<file path="config.mk">
export PLATFORM = sky130hd
export DESIGN_NAME = sdram_bank_ctl
export DESIGN_NICKNAME = d
export VERILOG_FILES = /design/src/sdram_pkg.sv /design/src/sdram_bank_ctl.sv
export SDC_FILE = /design/constraint.sdc
export NUM_CORES = 1
export LEC_CHECK = 0
export ABC_AREA = 1
export ABC_CLOCK_PERIOD_IN_PS = 1050
export BUFFER_PORTS_ARGS = -buffer_cell sky130_fd_sc_hd__buf_2
export CAP_MARGIN = 20
export CELL_PAD_IN_SITES_DETAIL_PLACEMENT = 1
export CELL_PAD_IN_SITES_GLOBAL_PLACEMENT = 1
export CORE_ASPECT_RATIO = 2
export CORE_MARGIN = 4
export CORE_UTILIZATION = 32
export CTS_CLUSTER_DIAMETER = 50
export DETAILED_ROUTE_END_ITERATION = 8
export PLACE_DENSITY = 0.8
export SETUP_SLACK_MARGIN = 0.1
export SLEW_MARGIN = 20
export SYNTH_ARGS = -nofsm -noshare
export SYNTH_HDL_FRONTEND = slang
export SYNTH_SLANG_ARGS = --single-unit
</file>
<file path="constraint.sdc">
create_clock -name clk -period 1.05 [get_ports clk]
set_input_delay 0.0525 -clock clk [delete_from_list [all_inputs] [get_ports clk]]
set_output_delay 0.0525 -clock clk [all_outputs]
set_load 0.005 [all_outputs]
</file>
<file path="src/sdram_pkg.sv">
package sdram_pkg;

    // one sdram word, also the write data width
    typedef logic [15:0] word_t;

    // read data: low word at the even address, high word at the next one
    typedef logic [31:0] dword_t;

    // write mask, a set bit keeps its byte unchanged
    // bit 0 covers bits 7:0
    typedef logic [1:0] mask_t;

    // bank number
    typedef logic [1:0] bank_t;

    // controller states
    typedef enum logic [1:0] {
        ctl_idle,    // taking commands
        ctl_drain,   // refresh pending, waiting for banks to go idle
        ctl_refresh  // refresh burst running
    } ctl_state_e;

endpackage

</file>
<file path="src/sdram_bank_ctl.sv">
module sdram_bank_ctl #(
    parameter int AW          = 22,
    parameter int MEM_AW      = 10,
    parameter int RD_LAT      = 4,
    parameter int RFSH_PERIOD = 64,
    parameter int RFSH_LEN    = 4
) (
    input  logic               rst,
    input  logic               clk,

    // command from the mux
    input  logic [AW-1:0]      ctl_addr,
    input  logic               ctl_rd,
    input  logic               ctl_wr,
    input  sdram_pkg::bank_t   ctl_ba_rq,
    input  sdram_pkg::word_t   ctl_din,
    input  sdram_pkg::mask_t   ctl_din_m,
    input  logic               ctl_rfsh_en,
    output logic               ctl_ack,
    output logic               ctl_rdy,
    output sdram_pkg::bank_t   ctl_ba_rdy,
    output sdram_pkg::dword_t  ctl_dout,

    // word store
    output logic               st_we,
    output logic               st_re,
    output logic [MEM_AW+1:0]  st_addr,
    output sdram_pkg::word_t   st_din,
    output sdram_pkg::mask_t   st_din_m,
    input  sdram_pkg::dword_t  st_dout
);

    localparam int PCW = $clog2(RFSH_PERIOD + 1);
    localparam int LCW = $clog2(RFSH_LEN + 1);

    sdram_pkg::ctl_state_e state;

    logic [PCW-1:0]    rfsh_cnt;
    logic              rfsh_due;
    logic [LCW-1:0]    len_cnt;   // cycles left in the burst

    logic [3:0]        busy;
    logic [3:0]        ack_mask;
    logic [3:0]        rdy_mask;

    // latency pipeline, stage RD_LAT-1 is the result
    logic [RD_LAT-1:0] pipe_vld;
    sdram_pkg::bank_t  pipe_ba  [0:RD_LAT-1];
    sdram_pkg::dword_t dat_pipe [1:RD_LAT-1];

    assign ctl_ack = (ctl_rd || ctl_wr) && state == sdram_pkg::ctl_idle
                     && !busy[ctl_ba_rq];

    assign ack_mask = ctl_ack ? (4'b0001 << ctl_ba_rq) : 4'b0000;
    assign rdy_mask = ctl_rdy ? (4'b0001 << ctl_ba_rdy) : 4'b0000;

    // store access happens at the accepting edge
    assign st_we    = ctl_ack && ctl_wr;
    assign st_re    = ctl_ack && ctl_rd;
    assign st_addr  = {ctl_ba_rq, ctl_addr[MEM_AW-1:0]};
    assign st_din   = ctl_din;
    assign st_din_m = ctl_din_m;

    always_ff @(posedge clk, posedge rst) begin
        if (rst) begin
            state    <= sdram_pkg::ctl_idle;
            rfsh_cnt <= '0;
            rfsh_due <= 1'b0;
            len_cnt  <= '0;
        end else begin
            case (state)
                sdram_pkg::ctl_idle: begin
                    if (rfsh_due && ctl_rfsh_en)
                        state <= sdram_pkg::ctl_drain;
                end
                sdram_pkg::ctl_drain: begin
                    if (busy == 4'b0000) begin   // all reads delivered
                        state    <= sdram_pkg::ctl_refresh;
                        len_cnt  <= LCW'(RFSH_LEN - 1);
                        rfsh_due <= 1'b0;
                    end
                end
                sdram_pkg::ctl_refresh: begin
                    if (len_cnt == '0)
                        state <= sdram_pkg::ctl_idle;
                    else
                        len_cnt <= len_cnt - 1'b1;
                end
                default: state <= sdram_pkg::ctl_idle;
            endcase
            // period tick wins over the clear above
            if (rfsh_cnt == PCW'(RFSH_PERIOD - 1)) begin
                rfsh_cnt <= '0;
                rfsh_due <= 1'b1;
            end else begin
                rfsh_cnt <= rfsh_cnt + 1'b1;
            end
        end
    end

    always_ff @(posedge clk, posedge rst) begin
        if (rst) begin
            busy     <= 4'b0000;
            pipe_vld <= '0;
        end else begin
            busy     <= (busy & ~rdy_mask) | ack_mask;
            pipe_vld <= {pipe_vld[RD_LAT-2:0], ctl_ack};
        end
    end

    always_ff @(posedge clk) begin
        pipe_ba[0]  <= ctl_ba_rq;
        dat_pipe[1] <= st_dout;   // store output is valid one cycle after ack
        for (int i = 1; i < RD_LAT; i++) begin
            pipe_ba[i] <= pipe_ba[i-1];
        end
        for (int i = 2; i < RD_LAT; i++) begin
            dat_pipe[i] <= dat_pipe[i-1];
        end
    end

    assign ctl_rdy    = pipe_vld[RD_LAT-1];
    assign ctl_ba_rdy = pipe_ba[RD_LAT-1];
    assign ctl_dout   = dat_pipe[RD_LAT-1];

endmodule

</file>
==> key figures <==
Worst setup path
  • Setup crit start kind: flop
  • Reg2Reg Depth: 7
  • FF-to-FF setup slack: -0.20 ns
  • RR Endpoint: len_cnt[0]
  • Critical Path AT: around 1.4 ns
  • Worst r2r src: state[1]
  • CP required: 1.00 ns
  • Setup CP Type: flop to output port
  • CP endpoint kind: output port
  • Max Fanout on Critical Path: 3

STA
  • Fin crit share: 136%
  • Max-slew headroom: 81.5%
  • Fin Hold WS: 0.0613 ns
  • Tmin final: 1.43 ns
  • Worst slew pin tran: around 0.28 ns
  • Final setup viols: 16
  • RSZ-0062 raised after global routing: true
  • Setup ws final: -0.375 ns
  • Hold Vio Cnt, Final: 0
  • Max-slew violations: 0
  • F_max: 702 MHz
  • Layout Skew: 0.00609 ns

Floorplanning
  • Starting density of the core: roughly 33%
  • Die Ht: around 160 um
  • Core area: 10900 um2
  • Die area: 13000 um2
  • FP Rows: 54
  • Die Span X: ~83 um
  • I/O Pins: 147

Logic synthesis
  • Yosys warns: 0
  • Yosys cell types: 24
  • FF+latch count, synth: roughly 130
  • Avg Cell Area, Syn: 12.3 um2
  • Syn nets: 372
  • Mapped cell area: 3570 um2
  • Post-synthesis cell count: 290
  • Post-synthesis sequential area ratio: 73.0%

Placed design
  • Pre-CTS setup slack: -0.144 ns
  • RePlAce Congestion: 0.732
  • PortBufs: 78
  • DP HPWL: 4570 um

Clocking
  • Root buffer cell: clkbuf_16
  • Number of CTS-inserted buffers: 17
  • Worst-case clock buffer depth: 2
  • Clock sinks: 125
  • CTS clk-pin slew, worst paths: 0.05 ns
  • CTS tree: built
  • Clock latency on the worst-skew pair: 0.40 ns
  • CTS H-tree depth: 4

Layout
  • Final Util: between 40% and 50%
  • Final #Nets: roughly 470
  • Most frequent cells in the layout: 102 x dfxtp_1, 78 x buf_2, 36 x dlygate4sd3_1, 20 x nand2_1, 19 x dfrtp_1
  • Proportion of layout cells with a drive suffix above 1: 46.2%
  • Antenna Cells: 0
  • Synth-to-Final Area Change: 40.8%
  • Most common cell after layout, fill and taps aside: dfxtp_1

Drt
  • 1st-iter DRT viols: 52
  • Vias: between 2000 and 2500
  • Routed wire length: 7170 um
  • Residual DRC: 0
  • WL/cell: 13.4 um
  • DR vias/cell: approximately 4
  • Remaining antenna violation count: 0
  • Drt pass-1 iters: 4

Power and ir drop
  • Pleak: approximately 2.3 nW
  • Overall power: 0.0109 W
  • Cell Pwr Density: 2170 nW/um2
  • Max VDD drop: ~1200 uV

Min path
  • Worst hold start: ctl_wr
  • Hold EP: busy[0]
  • Hold path depth: 5
  • Min-Delay Path Class: input port to flop

Flow run
  • Max cap viols: 0

Outcome
  • Failing checks: negative setup slack
  • Status: finished, violations left

GRT
  • GRT Residual Overflow: 0
  • Tot GR Track Use: 12.3%
  • Vias in the first global route: 2489
  • Initial antenna violation count: 0
  • First-pass GRT wire length: 11400 um
  • Largest net degree at the start of global routing: 22
## per-stage QoR
step                      area, um2  cells  TNS [ns]
after floorplan                3600    290   -0.0373
after global placement         3740    451    -0.150
after detailed placement       3740    451     -1.00
after CTS                      4840    530     -2.10
after global routing           5030    536     -3.41
final                          5030    536     -2.30
## sequential cells by signal (all words and copies together) (netlist names)
register / count
dat_pipe: 96
pipe_ba: 8
busy: 4
rfsh_cnt: 7
rfsh_due: 1
pipe_vld: 4
len_cnt: 3
state: 2
## logic make-up after synthesis
| group | share of synthesized area (%) |
|---|---|
| AND/OR/NAND/NOR | 8.34 |
| flip-flops | 73.0 |
| adder cells (fa/ha/maj) | 1.05 |
| XOR/XNOR | 0.736 |
| buffers and inverters | 15.4 |
| AO/OA/AOI/OAI | 1.47 |
## synthesized netlist by cell type
master | count | share of area (%)
dfxtp_1 | 104 | 58
buf_4 | 62 | 13
nand2_1 | 28 | 2.9
dfrtp_1 | 21 | 15
nor2_1 | 18 | 1.9
inv_1 | 17 | 1.8
nand3_1 | 8 | 1.1
nor2_2 | 5 | 0.88
inv_2 | 4 | 0.42
o21ai_0 | 4 | 0.56
ha_1 | 3 | 1.1
nand2_2 | 2 | 0.35
nand4_1 | 2 | 0.35
xnor2_1 | 2 | 0.49
a21oi_1 | 1 | 0.14
a31oi_1 | 1 | 0.18
clkinv_1 | 1 | 0.11
nand2_4 | 1 | 0.32
nand3_2 | 1 | 0.28
nor3b_1 | 1 | 0.21
o21a_1 | 1 | 0.21
o21ai_1 | 1 | 0.14
o21ai_2 | 1 | 0.25
xor2_1 | 1 | 0.25
## worst max-delay path by stage
stage | slack, ns | from | to
floorplan | -0.02 | len_cnt[0] | len_cnt[0]
global placement | -0.03 | rfsh_cnt[0] | rfsh_cnt[3]
detailed placement | -0.14 | len_cnt[0] | len_cnt[0]
CTS | -0.41 | state[0] | st_re
global route | -0.47 | state[1] | st_we
finish | -0.38 | state[1] | st_re
## final cells by class
cell class              count  area, um2
well taps                 140        175
clock inverters            11        118
flip-flops and latches    125       2610
multi-input cells          81        627
repair buffers            136        938
inverters                  22       95.1
fillers                  1175       5920
clock buffers              21        460
## report_power, final
part,switching [W],total (W),internal (W),leakage (nW)
sequential,0.0000491,0.00502,0.00498,1.13
clock,0.00195,0.00555,0.00360,0.279
combinational,0.000141,0.000351,0.000210,0.911
## layer usage
| metal | GRT usage, % | up-vias | share of wire [%] |
|---|---|---|---|
| met2 | 22.7 | 68 | 59 |
| met4 | 8.81 | 0 | 4.1 |
| li1 | - | 1018 | - |
| met5 | 0 | - | 0 |
| met3 | 4.35 | 36 | 5.8 |
| met1 | 10.1 | 1016 | 31 |
## worst max-delay path, stage by stage (launching register included)
cell and delay [ns]:
dfrtp_2 0.42, nor2_4 0.14, nand2_4 0.06, nor2_4 0.09, nand2_2 0.07, nor2_2 0.08
buf_2 0.11
## what timing repair did
action,4_1_cts,5_1_grt
gates cloned,0,0
buffers inserted,13,12
hold endpoints to repair,57,0
pin swaps,13,14
endpoints found under the setup margin,22,22
hold buffers,36,0
resized for setup,24,39
(Power assumes the default switching activity.)
