==> config.mk <==
export PLATFORM = sky130hd
export DESIGN_NAME = sdram_bank_mux
export DESIGN_NICKNAME = d
export VERILOG_FILES = /design/src/sdram_pkg.sv /design/src/sdram_bank_mux.sv
export SDC_FILE = /design/constraint.sdc
export NUM_CORES = 1
export LEC_CHECK = 0
export BUFFER_PORTS_ARGS = -buffer_cell sky130_fd_sc_hd__buf_2
export CAP_MARGIN = 20
export CORE_ASPECT_RATIO = 1.5
export CORE_MARGIN = 10
export CORE_UTILIZATION = 42
export CTS_CLUSTER_SIZE = 28
export DETAILED_ROUTE_END_ITERATION = 16
export GPL_ROUTABILITY_DRIVEN = 0
export HOLD_SLACK_MARGIN = 0.15
export PLACE_DENSITY_LB_ADDON = 0.2
export SLEW_MARGIN = 10
export SYNTH_ARGS = -nofsm -noshare
export SYNTH_HDL_FRONTEND = slang
export SYNTH_SLANG_ARGS = --single-unit
==> constraint.sdc <==
create_clock -name clk -period 3.2 [get_ports clk]
set_clock_uncertainty 0.05 [all_clocks]
set_input_delay 0.64 -clock clk [delete_from_list [all_inputs] [get_ports clk]]
set_output_delay 0.64 -clock clk [all_outputs]
set_load 0.05 [all_outputs]
==> src/sdram_pkg.sv <==
package sdram_pkg;

    // one sdram word, also the write data width
    typedef logic [15:0] word_t;

    // read data: low word at the even address, high word at the next one
    typedef logic [31:0] dword_t;

    // write mask, a set bit keeps its byte unchanged
    // bit 0 covers bits 7:0
    typedef logic [1:0] mask_t;

    // bank number
    typedef logic [1:0] bank_t;

    // controller states
    typedef enum logic [1:0] {
        ctl_idle,    // taking commands
        ctl_drain,   // refresh pending, waiting for banks to go idle
        ctl_refresh  // refresh burst running
    } ctl_state_e;

endpackage

==> src/sdram_bank_mux.sv <==
module sdram_bank_mux #(
    parameter int AW = 22
) (
    input  logic               rst,
    input  logic               clk,

    // bank 0, read and write
    input  logic [AW-1:0]      ba0_addr,
    input  logic               ba0_rd,
    input  logic               ba0_wr,
    input  sdram_pkg::word_t   ba0_din,
    input  sdram_pkg::mask_t   ba0_din_m,
    output logic               ba0_ack,
    output logic               ba0_rdy,

    // banks 1 to 3, read only
    input  logic [AW-1:0]      ba1_addr,
    input  logic               ba1_rd,
    output logic               ba1_ack,
    output logic               ba1_rdy,
    input  logic [AW-1:0]      ba2_addr,
    input  logic               ba2_rd,
    output logic               ba2_ack,
    output logic               ba2_rdy,
    input  logic [AW-1:0]      ba3_addr,
    input  logic               ba3_rd,
    output logic               ba3_ack,
    output logic               ba3_rdy,

    // rom download
    input  logic               prog_en,
    input  logic [AW-1:0]      prog_addr,
    input  sdram_pkg::bank_t   prog_ba,
    input  logic               prog_rd,
    input  logic               prog_wr,
    input  sdram_pkg::word_t   prog_din,
    input  sdram_pkg::mask_t   prog_din_m,
    output logic               prog_rdy,

    // controller side
    output logic [AW-1:0]      ctl_addr,
    output logic               ctl_rd,
    output logic               ctl_wr,
    output sdram_pkg::bank_t   ctl_ba_rq,
    output sdram_pkg::word_t   ctl_din,
    output sdram_pkg::mask_t   ctl_din_m,
    output logic               ctl_rfsh_en,
    input  logic               ctl_ack,
    input  logic               ctl_rdy,
    input  sdram_pkg::bank_t   ctl_ba_rdy,
    input  sdram_pkg::dword_t  ctl_dout,

    input  logic               rfsh_en,
    output sdram_pkg::dword_t  dout
);

    // queue, entry 2 is the top and entry 0 feeds the controller
    logic [AW-1:0]     q_addr [0:2];
    sdram_pkg::bank_t  q_ba   [0:2];
    logic [2:0]        q_rd;
    logic [2:0]        q_wr;
    logic [2:0]        q_vld;

    logic [3:0]        queued;   // bank has a request in queue or in flight
    logic [3:0]        free;
    logic [3:0]        rdy_mask;

    logic              shift_ok;
    logic              mid_shift_ok;
    logic              push_ok;

    // request picked for the queue top
    logic [AW-1:0]     new_addr;
    logic              new_rd;
    logic              new_wr;
    sdram_pkg::bank_t  new_ba;
    logic [3:0]        new_set;

    logic              client_ack;
    logic              client_rdy;

    assign q_vld    = q_rd | q_wr;
    assign free     = ~queued;
    assign rdy_mask = ctl_rdy ? (4'b0001 << ctl_ba_rdy) : 4'b0000;

    assign shift_ok     = !q_vld[0] || ctl_ack;
    assign mid_shift_ok = !q_vld[1];   // bubble in the middle
    assign push_ok      = !q_vld[2] || shift_ok || mid_shift_ok;

    // fixed priority, lowest bank first
    always_comb begin
        new_addr = ba0_addr;
        new_rd   = 1'b0;
        new_wr   = 1'b0;
        new_ba   = 2'd0;
        new_set  = 4'b0000;
        if ((ba0_rd || ba0_wr) && free[0]) begin
            new_rd  = ba0_rd;
            new_wr  = ba0_wr;
            new_set = 4'b0001;
        end else if (ba1_rd && free[1]) begin
            new_addr = ba1_addr;
            new_rd   = 1'b1;
            new_ba   = 2'd1;
            new_set  = 4'b0010;
        end else if (ba2_rd && free[2]) begin
            new_addr = ba2_addr;
            new_rd   = 1'b1;
            new_ba   = 2'd2;
            new_set  = 4'b0100;
        end else if (ba3_rd && free[3]) begin
            new_addr = ba3_addr;
            new_rd   = 1'b1;
            new_ba   = 2'd3;
            new_set  = 4'b1000;
        end
    end

    always_ff @(posedge clk, posedge rst) begin
        if (rst) begin
            q_rd   <= 3'b000;
            q_wr   <= 3'b000;
            queued <= 4'b0000;
        end else if (prog_en) begin
            q_rd   <= 3'b000;   // download owns the controller
            q_wr   <= 3'b000;
            queued <= 4'b0000;
        end else begin
            if (shift_ok) begin
                q_addr[0] <= q_addr[1];
                q_ba[0]   <= q_ba[1];
                q_rd[0]   <= q_rd[1];
                q_wr[0]   <= q_wr[1];
            end
            if (shift_ok || mid_shift_ok) begin
                q_addr[1] <= q_addr[2];
                q_ba[1]   <= q_ba[2];
                q_rd[1]   <= q_rd[2];
                q_wr[1]   <= q_wr[2];
            end
            if (push_ok) begin
                q_addr[2] <= new_addr;
                q_ba[2]   <= new_ba;
                q_rd[2]   <= new_rd;   // empty slot if nobody asked
                q_wr[2]   <= new_wr;
            end
            queued <= (queued & ~rdy_mask) | (push_ok ? new_set : 4'b0000);
        end
    end

    // download overrides the queue output
    assign ctl_addr    = prog_en ? prog_addr  : q_addr[0];
    assign ctl_rd      = prog_en ? prog_rd    : q_rd[0];
    assign ctl_wr      = prog_en ? prog_wr    : q_wr[0];
    assign ctl_ba_rq   = prog_en ? prog_ba    : q_ba[0];
    assign ctl_din     = prog_en ? prog_din   : ba0_din;
    assign ctl_din_m   = prog_en ? prog_din_m : ba0_din_m;
    assign ctl_rfsh_en = prog_en | rfsh_en;

    assign prog_rdy = prog_en & ctl_ack;
    assign dout     = ctl_dout;

    assign client_ack = ctl_ack && !prog_en && q_vld[0];
    assign client_rdy = ctl_rdy && !prog_en;

    assign ba0_ack = client_ack && q_ba[0] == 2'd0;
    assign ba1_ack = client_ack && q_ba[0] == 2'd1;
    assign ba2_ack = client_ack && q_ba[0] == 2'd2;
    assign ba3_ack = client_ack && q_ba[0] == 2'd3;

    assign ba0_rdy = client_rdy && ctl_ba_rdy == 2'd0;
    assign ba1_rdy = client_rdy && ctl_ba_rdy == 2'd1;
    assign ba2_rdy = client_rdy && ctl_ba_rdy == 2'd2;
    assign ba3_rdy = client_rdy && ctl_ba_rdy == 2'd3;

endmodule

==> flow_metrics.env, run 1 <==
export IMPL_finalMaxSlewViolations=0
export IMPL_worstSetupPathType="in -> out"
export IMPL_n_antenna_cell=0
export IMPL_period_needed_ns=2.595
export IMPL_grt_max_degree=27
export IMPL_ys_flop_type="edfxtp_1"
export IMPL_vias=3321
export IMPL_final_nets=714
export IMPL_viasPerCell=5.197
export IMPL_synth_cells=338
export IMPL_synth_common_cells="72 x edfxtp_1, 43 x mux2_2, 33 x buf_4, 33 x nand2_1, 26 x a21oi_1"
export IMPL_synthTopCellsByArea="edfxtp_1 52%, mux2_2 12%, dfrtp_1 6.0%"
export IMPL_cts_resized=0
export IMPL_cts_made_buffers=9
export IMPL_grt_overflow=0
export IMPL_io_pins=281
export IMPL_grt_pass1_wl_mm=18.61
export IMPL_area_delta_synth_final_pct=29.34
export IMPL_crit_arrival_ns=1.90
export IMPL_wl_per_cell_um=18.90
export IMPL_status="finished clean"
export IMPL_yosysSeqAreaShare_pct=57.67
export IMPL_rsz0062_at_grt="false"
export IMPL_tns_ns=0
export IMPL_start_util_pct=43.17
export IMPL_cp_cell_sequence="buf_2 > inv_1 > o211ai_1 > nor3b_1 > buf_2"
export IMPL_tritoncts="built"
export IMPL_clock_sinks=82
export IMPL_setup_slack_ns=0.6053
export IMPL_synthesis_area_sq_um=4183
export IMPL_yosys_warnings=0
export IMPL_max_cap_violations=0
export IMPL_portBuffers=216
export IMPL_synth_edf_count=72
export IMPL_worst_setup_path_start_kind="input port"
export IMPL_synthArstFlopShare_pct=12.20
export IMPL_crit_required_ns=2.51
export IMPL_r2r_end="q_addr[0][47]"
export IMPL_clock_latency_ns=0.32
export IMPL_htree_levels=3
export IMPL_hold_class="in -> async"
export IMPL_reg2reg_slack_ns=1.26
export IMPL_root_buffer="clkbuf_16"
export IMPL_power_leakage_nw=2.327
export IMPL_vdd_drop_max_v=0.0003991
export IMPL_reg2reg_depth=4
export IMPL_cts_post_setup_buffers_inserted=0
export IMPL_finalCritPeriodShare_pct=81.08
export IMPL_rows=44
export IMPL_drt_first_pass_iters=4
export IMPL_core_area_sq_um=9689
export IMPL_synth_cell_type_count=37
export IMPL_yosys_cell_count_top_type="edfxtp_1"
export IMPL_grt_pass1_vias=3716
export IMPL_rr_startpoint="queued[2]"
export IMPL_drtIter0Drc=88
export IMPL_slowest_delay_ns=0.32
export IMPL_fmax_ghz=0.3854
export IMPL_power_density_nw_per_um2=511.6
export IMPL_synth_largest_area_cell="edfxtp_1"
export IMPL_clock_path_buffers=2
export IMPL_relSlewSlack_pct=41.52
export IMPL_die_y_um=142.2
export IMPL_cp_max_fo=22
export IMPL_slowest_stage="inv_1"
export IMPL_tightest_slew_ns=0.8771
export IMPL_crit_path_frequent_cell="buf_2"
export IMPL_path_clk_slew_ns=0.05
export IMPL_critPathCaptureType="output pin"
export IMPL_hold_viol=0
export IMPL_die_x_um=101.5
export IMPL_nFillCells=857
export IMPL_drive_gt1_share_pct=55.15
export IMPL_hold_buffers=0
export IMPL_setup_viol=0
export IMPL_syn_area_per_cell_sq_um=12.38
export IMPL_dp_slack_ns=0.6206
export IMPL_synth_nets=533
export IMPL_antenna_found_initial=1
export IMPL_drc_errors=0
export IMPL_hpwl_mm=10.08
export IMPL_die_area_sq_um=14430
export IMPL_wl_mm=12.08
export IMPL_drtAntennaViolNets=0
export IMPL_ys_ff_latch=82
export IMPL_synth_top_area_share_pct=51.69
export IMPL_grtUsageTotal_pct=16.21
==> per-layer routing <==
layer	vias up	track usage, %	wire length, um
li1	1605	-	-
met3	50	6.612	1214
met2	157	28.55	6146
met1	1509	15.18	4118
met5	-	0	0
met4	0	9.419	600
==> cell families (layout without fill, tap and decap cells) <==
kind of cell / Yosys count / count (layout) / synth area share, %
multiplexers: 43 / 43 / 11.58
AND/OR/NAND/NOR: 90 / 90 / 10.05
AO/OA/AOI/OAI: 66 / 66 / 12.03
flip-flops: 82 / 82 / 57.67
buffers and inverters: 57 / 243 / 8.675
==> how the worst max path moves through the flow <==
| stage | from | endpoint | slack, ns |
|---|---|---|---|
| after floorplan | ctl_ack | ba1_ack | 0.26 |
| after CTS | prog_en | ba1_ack | 0.61 |
| after global placement | prog_en | ba1_ack | 0.65 |
| final | prog_en | ba1_ack | 0.61 |
| after global routing | prog_en | ba2_ack | 0.48 |
| after detailed placement | prog_en | ba1_ack | 0.62 |
==> through the flow <==
stage	hold slack, ns	instance area [sq um]	utilization (%)	total power, mW	cells
final	0.3010	5410	55.84	2.768	639
after global routing	0.3189	5410	55.84	2.895	639
after CTS	0.2966	5410	55.84	2.808	639
after detailed placement	0.3545	5145	53.10	1.900	623
after global placement	0.3509	5145	53.10	1.889	623
after floorplan	0.3503	4188	-	1.811	338
==> worst max-delay path: cells and delay by family <==
kind / cells / cell delay [ns]
buffers and inverters: 3 / 0.87
and+or+nand+nor: 1 / 0.21
AOI/OAI and AO/OA: 1 / 0.17
==> flip-flops by register name, indices dropped and copies added (netlist names) <==
signal  count
q_addr     66
q_ba        6
q_rd        3
q_wr        3
queued      4
==> area by class of cell <==
type / count / area [sq um] / share of cell area (%)
timing repair buffer: 224 / 1154 / 21.32
clock inverter: 4 / 28.78 / 0.5319
tap: 115 / 143.9 / 2.660
sequential: 82 / 2412 / 44.59
inverter: 3 / 11.26 / 0.2081
multi-input combinational: 199 / 1424 / 26.32
clock buffer: 12 / 236.5 / 4.371
==> report_power, final <==
part | total, mW | switching [mW] | internal [mW]
Sequential | 1.27 | 0.0240 | 1.25
Combinational | 0.599 | 0.374 | 0.224
Clock | 0.894 | 0.369 | 0.525
==> layout by cell type (no fill, tap or decap), drive strengths merged, types with 2 or more instances in the layout <==
cell type / instances
nor2: 13
inv: 3
buf: 224
clkinv: 2
nor3: 6
clkinvlp: 2
dfrtp: 10
nor3b: 2
a21oi: 26
mux2: 43
nand2b: 5
o21ai: 5
o211ai: 3
nor2b: 2
a31o: 2
clkbuf: 12
a221o: 22
nand2: 34
edfxtp: 72
nand3: 23
Power figures use the tool's default switching activity.
==> run 2: changes to the inputs <==
==> constraint.sdc (replaced) <==
create_clock -name clk -period 2.5 [get_ports clk]
set_clock_uncertainty 0.05 [all_clocks]
set_input_delay 0.5 -clock clk [delete_from_list [all_inputs] [get_ports clk]]
set_output_delay 0.5 -clock clk [all_outputs]
set_load 0.05 [all_outputs]
==> flow_metrics.env, run 2 (same netlist as run 1, synthesis figures left out) <==
export IMPL_tritoncts="built"
export IMPL_viasPerCell=5.155
export IMPL_tns_ns=0
export IMPL_intPower_mw=2.654
export IMPL_status="finished clean"
export IMPL_layout_common_cells="216 x buf_2, 72 x edfxtp_1, 43 x mux2_2, 33 x nand2_1, 26 x a21oi_1"
export IMPL_setup_viol=0
export IMPL_final_nets=715
export IMPL_p_switching_mw=0.9709
export IMPL_grt_pass1_vias=3490
export IMPL_period_needed_ns=2.120
export IMPL_timing_hold_ws_ns=0.1701
export IMPL_cts_made_buffers=9
export IMPL_portBuffers=216
export IMPL_area_delta_synth_final_pct=30.24
export IMPL_antenna_found_initial=0
export IMPL_die_y_um=142.2
export IMPL_die_x_um=101.5
export IMPL_critPathCaptureType="output pin"
export IMPL_worst_setup_path_start_kind="flip-flop"
export IMPL_power_leakage_nw=2.350
export IMPL_fmax_ghz=0.4716
export IMPL_hpwl_mm=9.831
export IMPL_rr_startpoint="queued[2]"
export IMPL_grt_max_degree=42
export IMPL_crit_arrival_ns=1.57
export IMPL_rsz0062_at_grt="false"
export IMPL_drt_first_pass_iters=5
export IMPL_largest_register_ffs=66
export IMPL_clock_sinks=82
export IMPL_crit_required_ns=1.95
export IMPL_final_cells=639
export IMPL_clock_path_buffers=2
export IMPL_relSlewSlack_pct=40.38
export IMPL_worstSetupPathType="reg -> out"
export IMPL_grt_overflow=0
export IMPL_tightest_slew_ns=0.8943
export IMPL_largest_register="q_addr"
export IMPL_cts_post_setup_buffers_inserted=0
export IMPL_power_density_nw_per_um2=665.4
export IMPL_cp_max_fo=5
export IMPL_wl_mm=11.78
export IMPL_n_antenna_cell=0
export IMPL_nFillCells=853
export IMPL_endpoint="ba3_ack"
export IMPL_reg2reg_slack_ns=0.53
export IMPL_power_mw=3.625
export IMPL_vias=3294
export IMPL_root_buffer="clkbuf_16"
export IMPL_multi_input_area_sq_um=1434
export IMPL_sw_frac_of_total_pct=26.78
export IMPL_hold_class="in -> async"
export IMPL_rows=44
export IMPL_wl_per_cell_um=18.44
export IMPL_final_common_cell="buf_2"
export IMPL_top_regs="q_addr (66), q_ba (6), queued (4)"
export IMPL_finalCritPeriodShare_pct=84.82
export IMPL_dpl_cell_count=624
export IMPL_startpoint="q_wr[0]"
export IMPL_core_area_sq_um=9689
export IMPL_grtUsageTotal_pct=15.55
export IMPL_hold_viol=0
export IMPL_io_pins=281
export IMPL_drc_errors=0
export IMPL_clkPwrFrac_pct=34.0
export IMPL_utilization_pct=56.22
export IMPL_hold_buffers=0
export IMPL_clock_latency_ns=0.32
export IMPL_drtAntennaViolNets=0
export IMPL_drtIter0Drc=130
export IMPL_pwr_share_comb_pct=21.1
export IMPL_vdd_drop_max_v=0.0004241
export IMPL_max_cap_violations=0
export IMPL_grt_pass1_wl_mm=17.84
export IMPL_path_clk_slew_ns=0.06
export IMPL_reg2reg_depth=4
export IMPL_htree_levels=3
export IMPL_finalMaxSlewViolations=0
export IMPL_regArea_sq_um=2412
export IMPL_p_seq_share_pct=45.0
export IMPL_start_util_pct=43.17
export IMPL_die_area_sq_um=14430
export IMPL_drive_gt1_share_pct=55.92
export IMPL_cts_resized=0
export IMPL_r2r_end="q_addr[0][46]"
-- run 2: cell type report --
type,count,share of cell area [%]
Multi-Input combinational cell,199,26.32
Clock buffer,10,4.203
Timing Repair Buffer,225,21.31
Sequential cell,82,44.28
Inverter,3,0.2067
Clock inverter,5,1.034
Tap cell,115,2.641
-- run 2: worst min path at each step --
stage / to / startpoint / depth (start not counted) / slack (ns)
2_1_floorplan: q_rd[0] / rst / 1 / 0.30
3_3_place_gp: q_addr[0][16] / q_addr[0][38] / 0 / 0.35
3_5_place_dp: q_addr[0][18] / q_addr[0][40] / 0 / 0.35
4_1_cts: q_wr[1] / rst / 3 / 0.16
5_1_grt: q_wr[1] / rst / 3 / 0.19
6_report: queued[1] / rst / 3 / 0.17
-- run 2: worst max-delay path, cell delays in order, from the launching register on --
cell and delay, ns:
dfrtp_1 0.41, nor2_1 0.32, nor3b_1 0.11, and3_1 0.20
buf_2 0.21
-- run 2: layer usage --
| metal | up-vias | share of wire [%] | wire length, um | track usage, % |
|---|---|---|---|---|
| met5 | - | 0 | 0 | 0 |
| met4 | 0 | 6.2 | 731 | 11.26 |
| met3 | 50 | 11 | 1318 | 6.077 |
| met2 | 166 | 48 | 5679 | 25.77 |
| met1 | 1475 | 34 | 4053 | 15.27 |
| li1 | 1603 | - | - | - |
-- run 2: power by group through the flow --
| stage | clock network, mW | registers (mW) | logic [mW] |
|---|---|---|---|
| 5_1_grt | 1.32 | 1.64 | 0.829 |
| 3_3_place_gp | 0 | 1.66 | 0.759 |
| 3_5_place_dp | 0 | 1.66 | 0.770 |
| 4_1_cts | 1.26 | 1.63 | 0.773 |
| 6_report | 1.23 | 1.63 | 0.764 |
| 2_1_floorplan | 0 | 1.65 | 0.672 |
-- run 2: per-stage QoR --
| stage | area, sq um | setup WS [ns] |
|---|---|---|
| after floorplan | 4198 | -0.01711 |
| after detailed placement | 5162 | 0.4055 |
| after global routing | 5448 | 0.2738 |
| after CTS | 5448 | 0.3524 |
| after global placement | 5162 | 0.4486 |
| final | 5448 | 0.3796 |
==> run 3: changes to the inputs <==
==> constraint.sdc (replaced) <==
create_clock -name clk -period 2.1 [get_ports clk]
set_clock_uncertainty 0.05 [all_clocks]
set_input_delay 0.42 -clock clk [delete_from_list [all_inputs] [get_ports clk]]
set_output_delay 0.42 -clock clk [all_outputs]
set_load 0.05 [all_outputs]
==> flow_metrics.env, run 3 (same netlist as run 1, synthesis figures left out) <==
export IMPL_sw_frac_of_total_pct=26.58
export IMPL_intPower_mw=3.298
export IMPL_dpl_cell_area_sq_um=5202
export IMPL_grt_overflow=0
export IMPL_stdcell_area_sq_um=5552
export IMPL_clock_sinks=82
export IMPL_crit_required_ns=1.63
export IMPL_hpwl_mm=9.799
export IMPL_antenna_found_initial=2
export IMPL_grt_max_degree=57
export IMPL_top_regs="q_addr (66), q_ba (6), queued (4)"
export IMPL_regArea_sq_um=2412
export IMPL_vdd_drop_max_v=0.0005019
export IMPL_setup_viol=0
export IMPL_final_common_cell="buf_2"
export IMPL_hold_viol=0
export IMPL_p_switching_mw=1.194
export IMPL_critPathTopFamily="simple AND/OR/NAND/NOR gates"
export IMPL_layout_common_cells="214 x buf_2, 72 x edfxtp_1, 43 x mux2_2, 33 x nand2_1, 26 x a21oi_1"
export IMPL_fmax_ghz=0.5081
export IMPL_slowest_delay_ns=0.40
export IMPL_cp_max_fo=4
export IMPL_grtUsageTotal_pct=15.68
export IMPL_hold_class="in -> reg"
export IMPL_cts_made_buffers=9
export IMPL_critPathBufInv=2
export IMPL_core_area_sq_um=9689
export IMPL_path_clk_slew_ns=0.06
export IMPL_utilization_pct=57.30
export IMPL_die_y_um=142.2
export IMPL_largest_register="q_addr"
export IMPL_reg2reg_slack_ns=0.27
export IMPL_largest_register_ffs=66
export IMPL_status="finished clean"
export IMPL_portBuffers=216
export IMPL_p_seq_share_pct=43.2
export IMPL_finalCritPeriodShare_pct=93.72
export IMPL_crit_arrival_ns=1.50
export IMPL_clock_path_buffers=2
export IMPL_io_pins=281
export IMPL_power_density_nw_per_um2=809.1
export IMPL_tns_ns=0
export IMPL_die_area_sq_um=14430
export IMPL_die_x_um=101.5
export IMPL_drive_gt1_share_pct=56.87
export IMPL_worstSetupPathType="reg -> out"
export IMPL_grt_pass1_vias=3486
export IMPL_slowest_stage="dfrtp_1"
export IMPL_clock_latency_ns=0.33
export IMPL_power_leakage_nw=2.394
export IMPL_root_buffer="clkbuf_16"
export IMPL_cp_cell_sequence="nor2_2 > buf_4 > nor3b_2 > nand2_1 > nor2_2 > buf_4"
export IMPL_multi_input_area_sq_um=1449
export IMPL_start_util_pct=43.17
export IMPL_relSlewSlack_pct=54.42
export IMPL_wl_mm=11.83
export IMPL_drt_first_pass_iters=4
export IMPL_drtAntennaViolNets=0
export IMPL_rows=44
export IMPL_critPathCaptureType="output pin"
export IMPL_finalMaxSlewViolations=0
export IMPL_area_delta_synth_final_pct=32.72
export IMPL_wl_per_cell_um=18.28
export IMPL_vias=3353
export IMPL_htree_levels=3
export IMPL_final_nets=721
export IMPL_worst_setup_path_start_kind="flip-flop"
export IMPL_pwr_share_comb_pct=20.7
export IMPL_max_cap_violations=0
export IMPL_drtIter0Drc=101
export IMPL_viasPerCell=5.182
export IMPL_cts_post_setup_buffers_inserted=0
export IMPL_nFillCells=825
export IMPL_grt_pass1_wl_mm=18.02
export IMPL_clkPwrFrac_pct=36.1
export IMPL_period_needed_ns=1.968
export IMPL_drc_errors=0
export IMPL_tritoncts="built"
export IMPL_tightest_slew_ns=0.6837
export IMPL_power_mw=4.492
run 3: cell types whose count changed in the layout (fill, tap and decap cells not counted), sizes merged:
cell	before	now
diode	0	1
clkinv	3	4
clkbuf	10	9
buf	225	230
dlygate4sd3	0	1
bufinv	1	2
run 3: worst register-to-register path, delay by kind of cell, from the launching register on:
family | cells | cell delay, ns
DFF | 1 | 0.38
AOI/OAI and AO/OA | 2 | 0.92
and+or+nand+nor | 1 | 0.22
run 3: worst paths after layout:
| check | from | end | cells after the start |
|---|---|---|---|
| min in group asynchronous | rst | q_wr[0] | 4 |
| max reg2reg | queued[1] | q_addr[0][63] | 3 |
| max in group asynchronous | rst | queued[2] | 4 |
| max | q_rd[0] | ba2_ack | 6 |
| min | ba0_addr[7] | q_addr[0][51] | 2 |
| min reg2reg | q_addr[0][63] | q_addr[0][41] | 0 |
run 3: per-stage QoR:
stage | hold slack [ns] | worst slack, ns | std cells
final | 0.3451 | 0.1319 | 647
after global placement | 0.3510 | 0.06200 | 629
after CTS | 0.3315 | 0.03828 | 646
after global routing | 0.3456 | -0.009447 | 646
after detailed placement | 0.3545 | 0.005894 | 629
after floorplan | 0.2185 | -0.2834 | 338
run 3: repair_timing:
item / CTS / global route
endpoints found under the hold margin: 10 / 0
resized for setup: 3 / 2
setup endpoints to repair: 11 / 2
cloned: 0 / 0
hold buffers: 1 / 0
run 3: metal layers:
| layer | vias up | global-route usage, % | wire length [um] |
|---|---|---|---|
| met4 | 2 | 8.168 | 470 |
| li1 | 1620 | - | - |
| met3 | 51 | 7.389 | 1385 |
| met1 | 1504 | 15.97 | 4101 |
| met5 | - | 0 | 13 |
| met2 | 176 | 25.94 | 5856 |
run 3: area by class of cell:
class                      count  share of cell area (%)
clock buffer                   9                   4.057
clock inverter                 7                   1.690
multi-input combinational    199                   26.10
sequential                    82                   43.45
tap                          115                   2.592
antenna                        1                 0.04508
timing repair buffer         231                   21.86
inverter                       3                  0.2028
run 3: power by group through the flow:
stage | Clock (mW) | Sequential, mW | Combinational, mW
floorplan | 0 | 1.96 | 0.802
global placement | 0 | 1.97 | 0.917
detailed placement | 0 | 1.98 | 0.932
CTS | 1.66 | 1.94 | 0.938
global route | 1.72 | 1.95 | 1.00
finish | 1.62 | 1.94 | 0.929
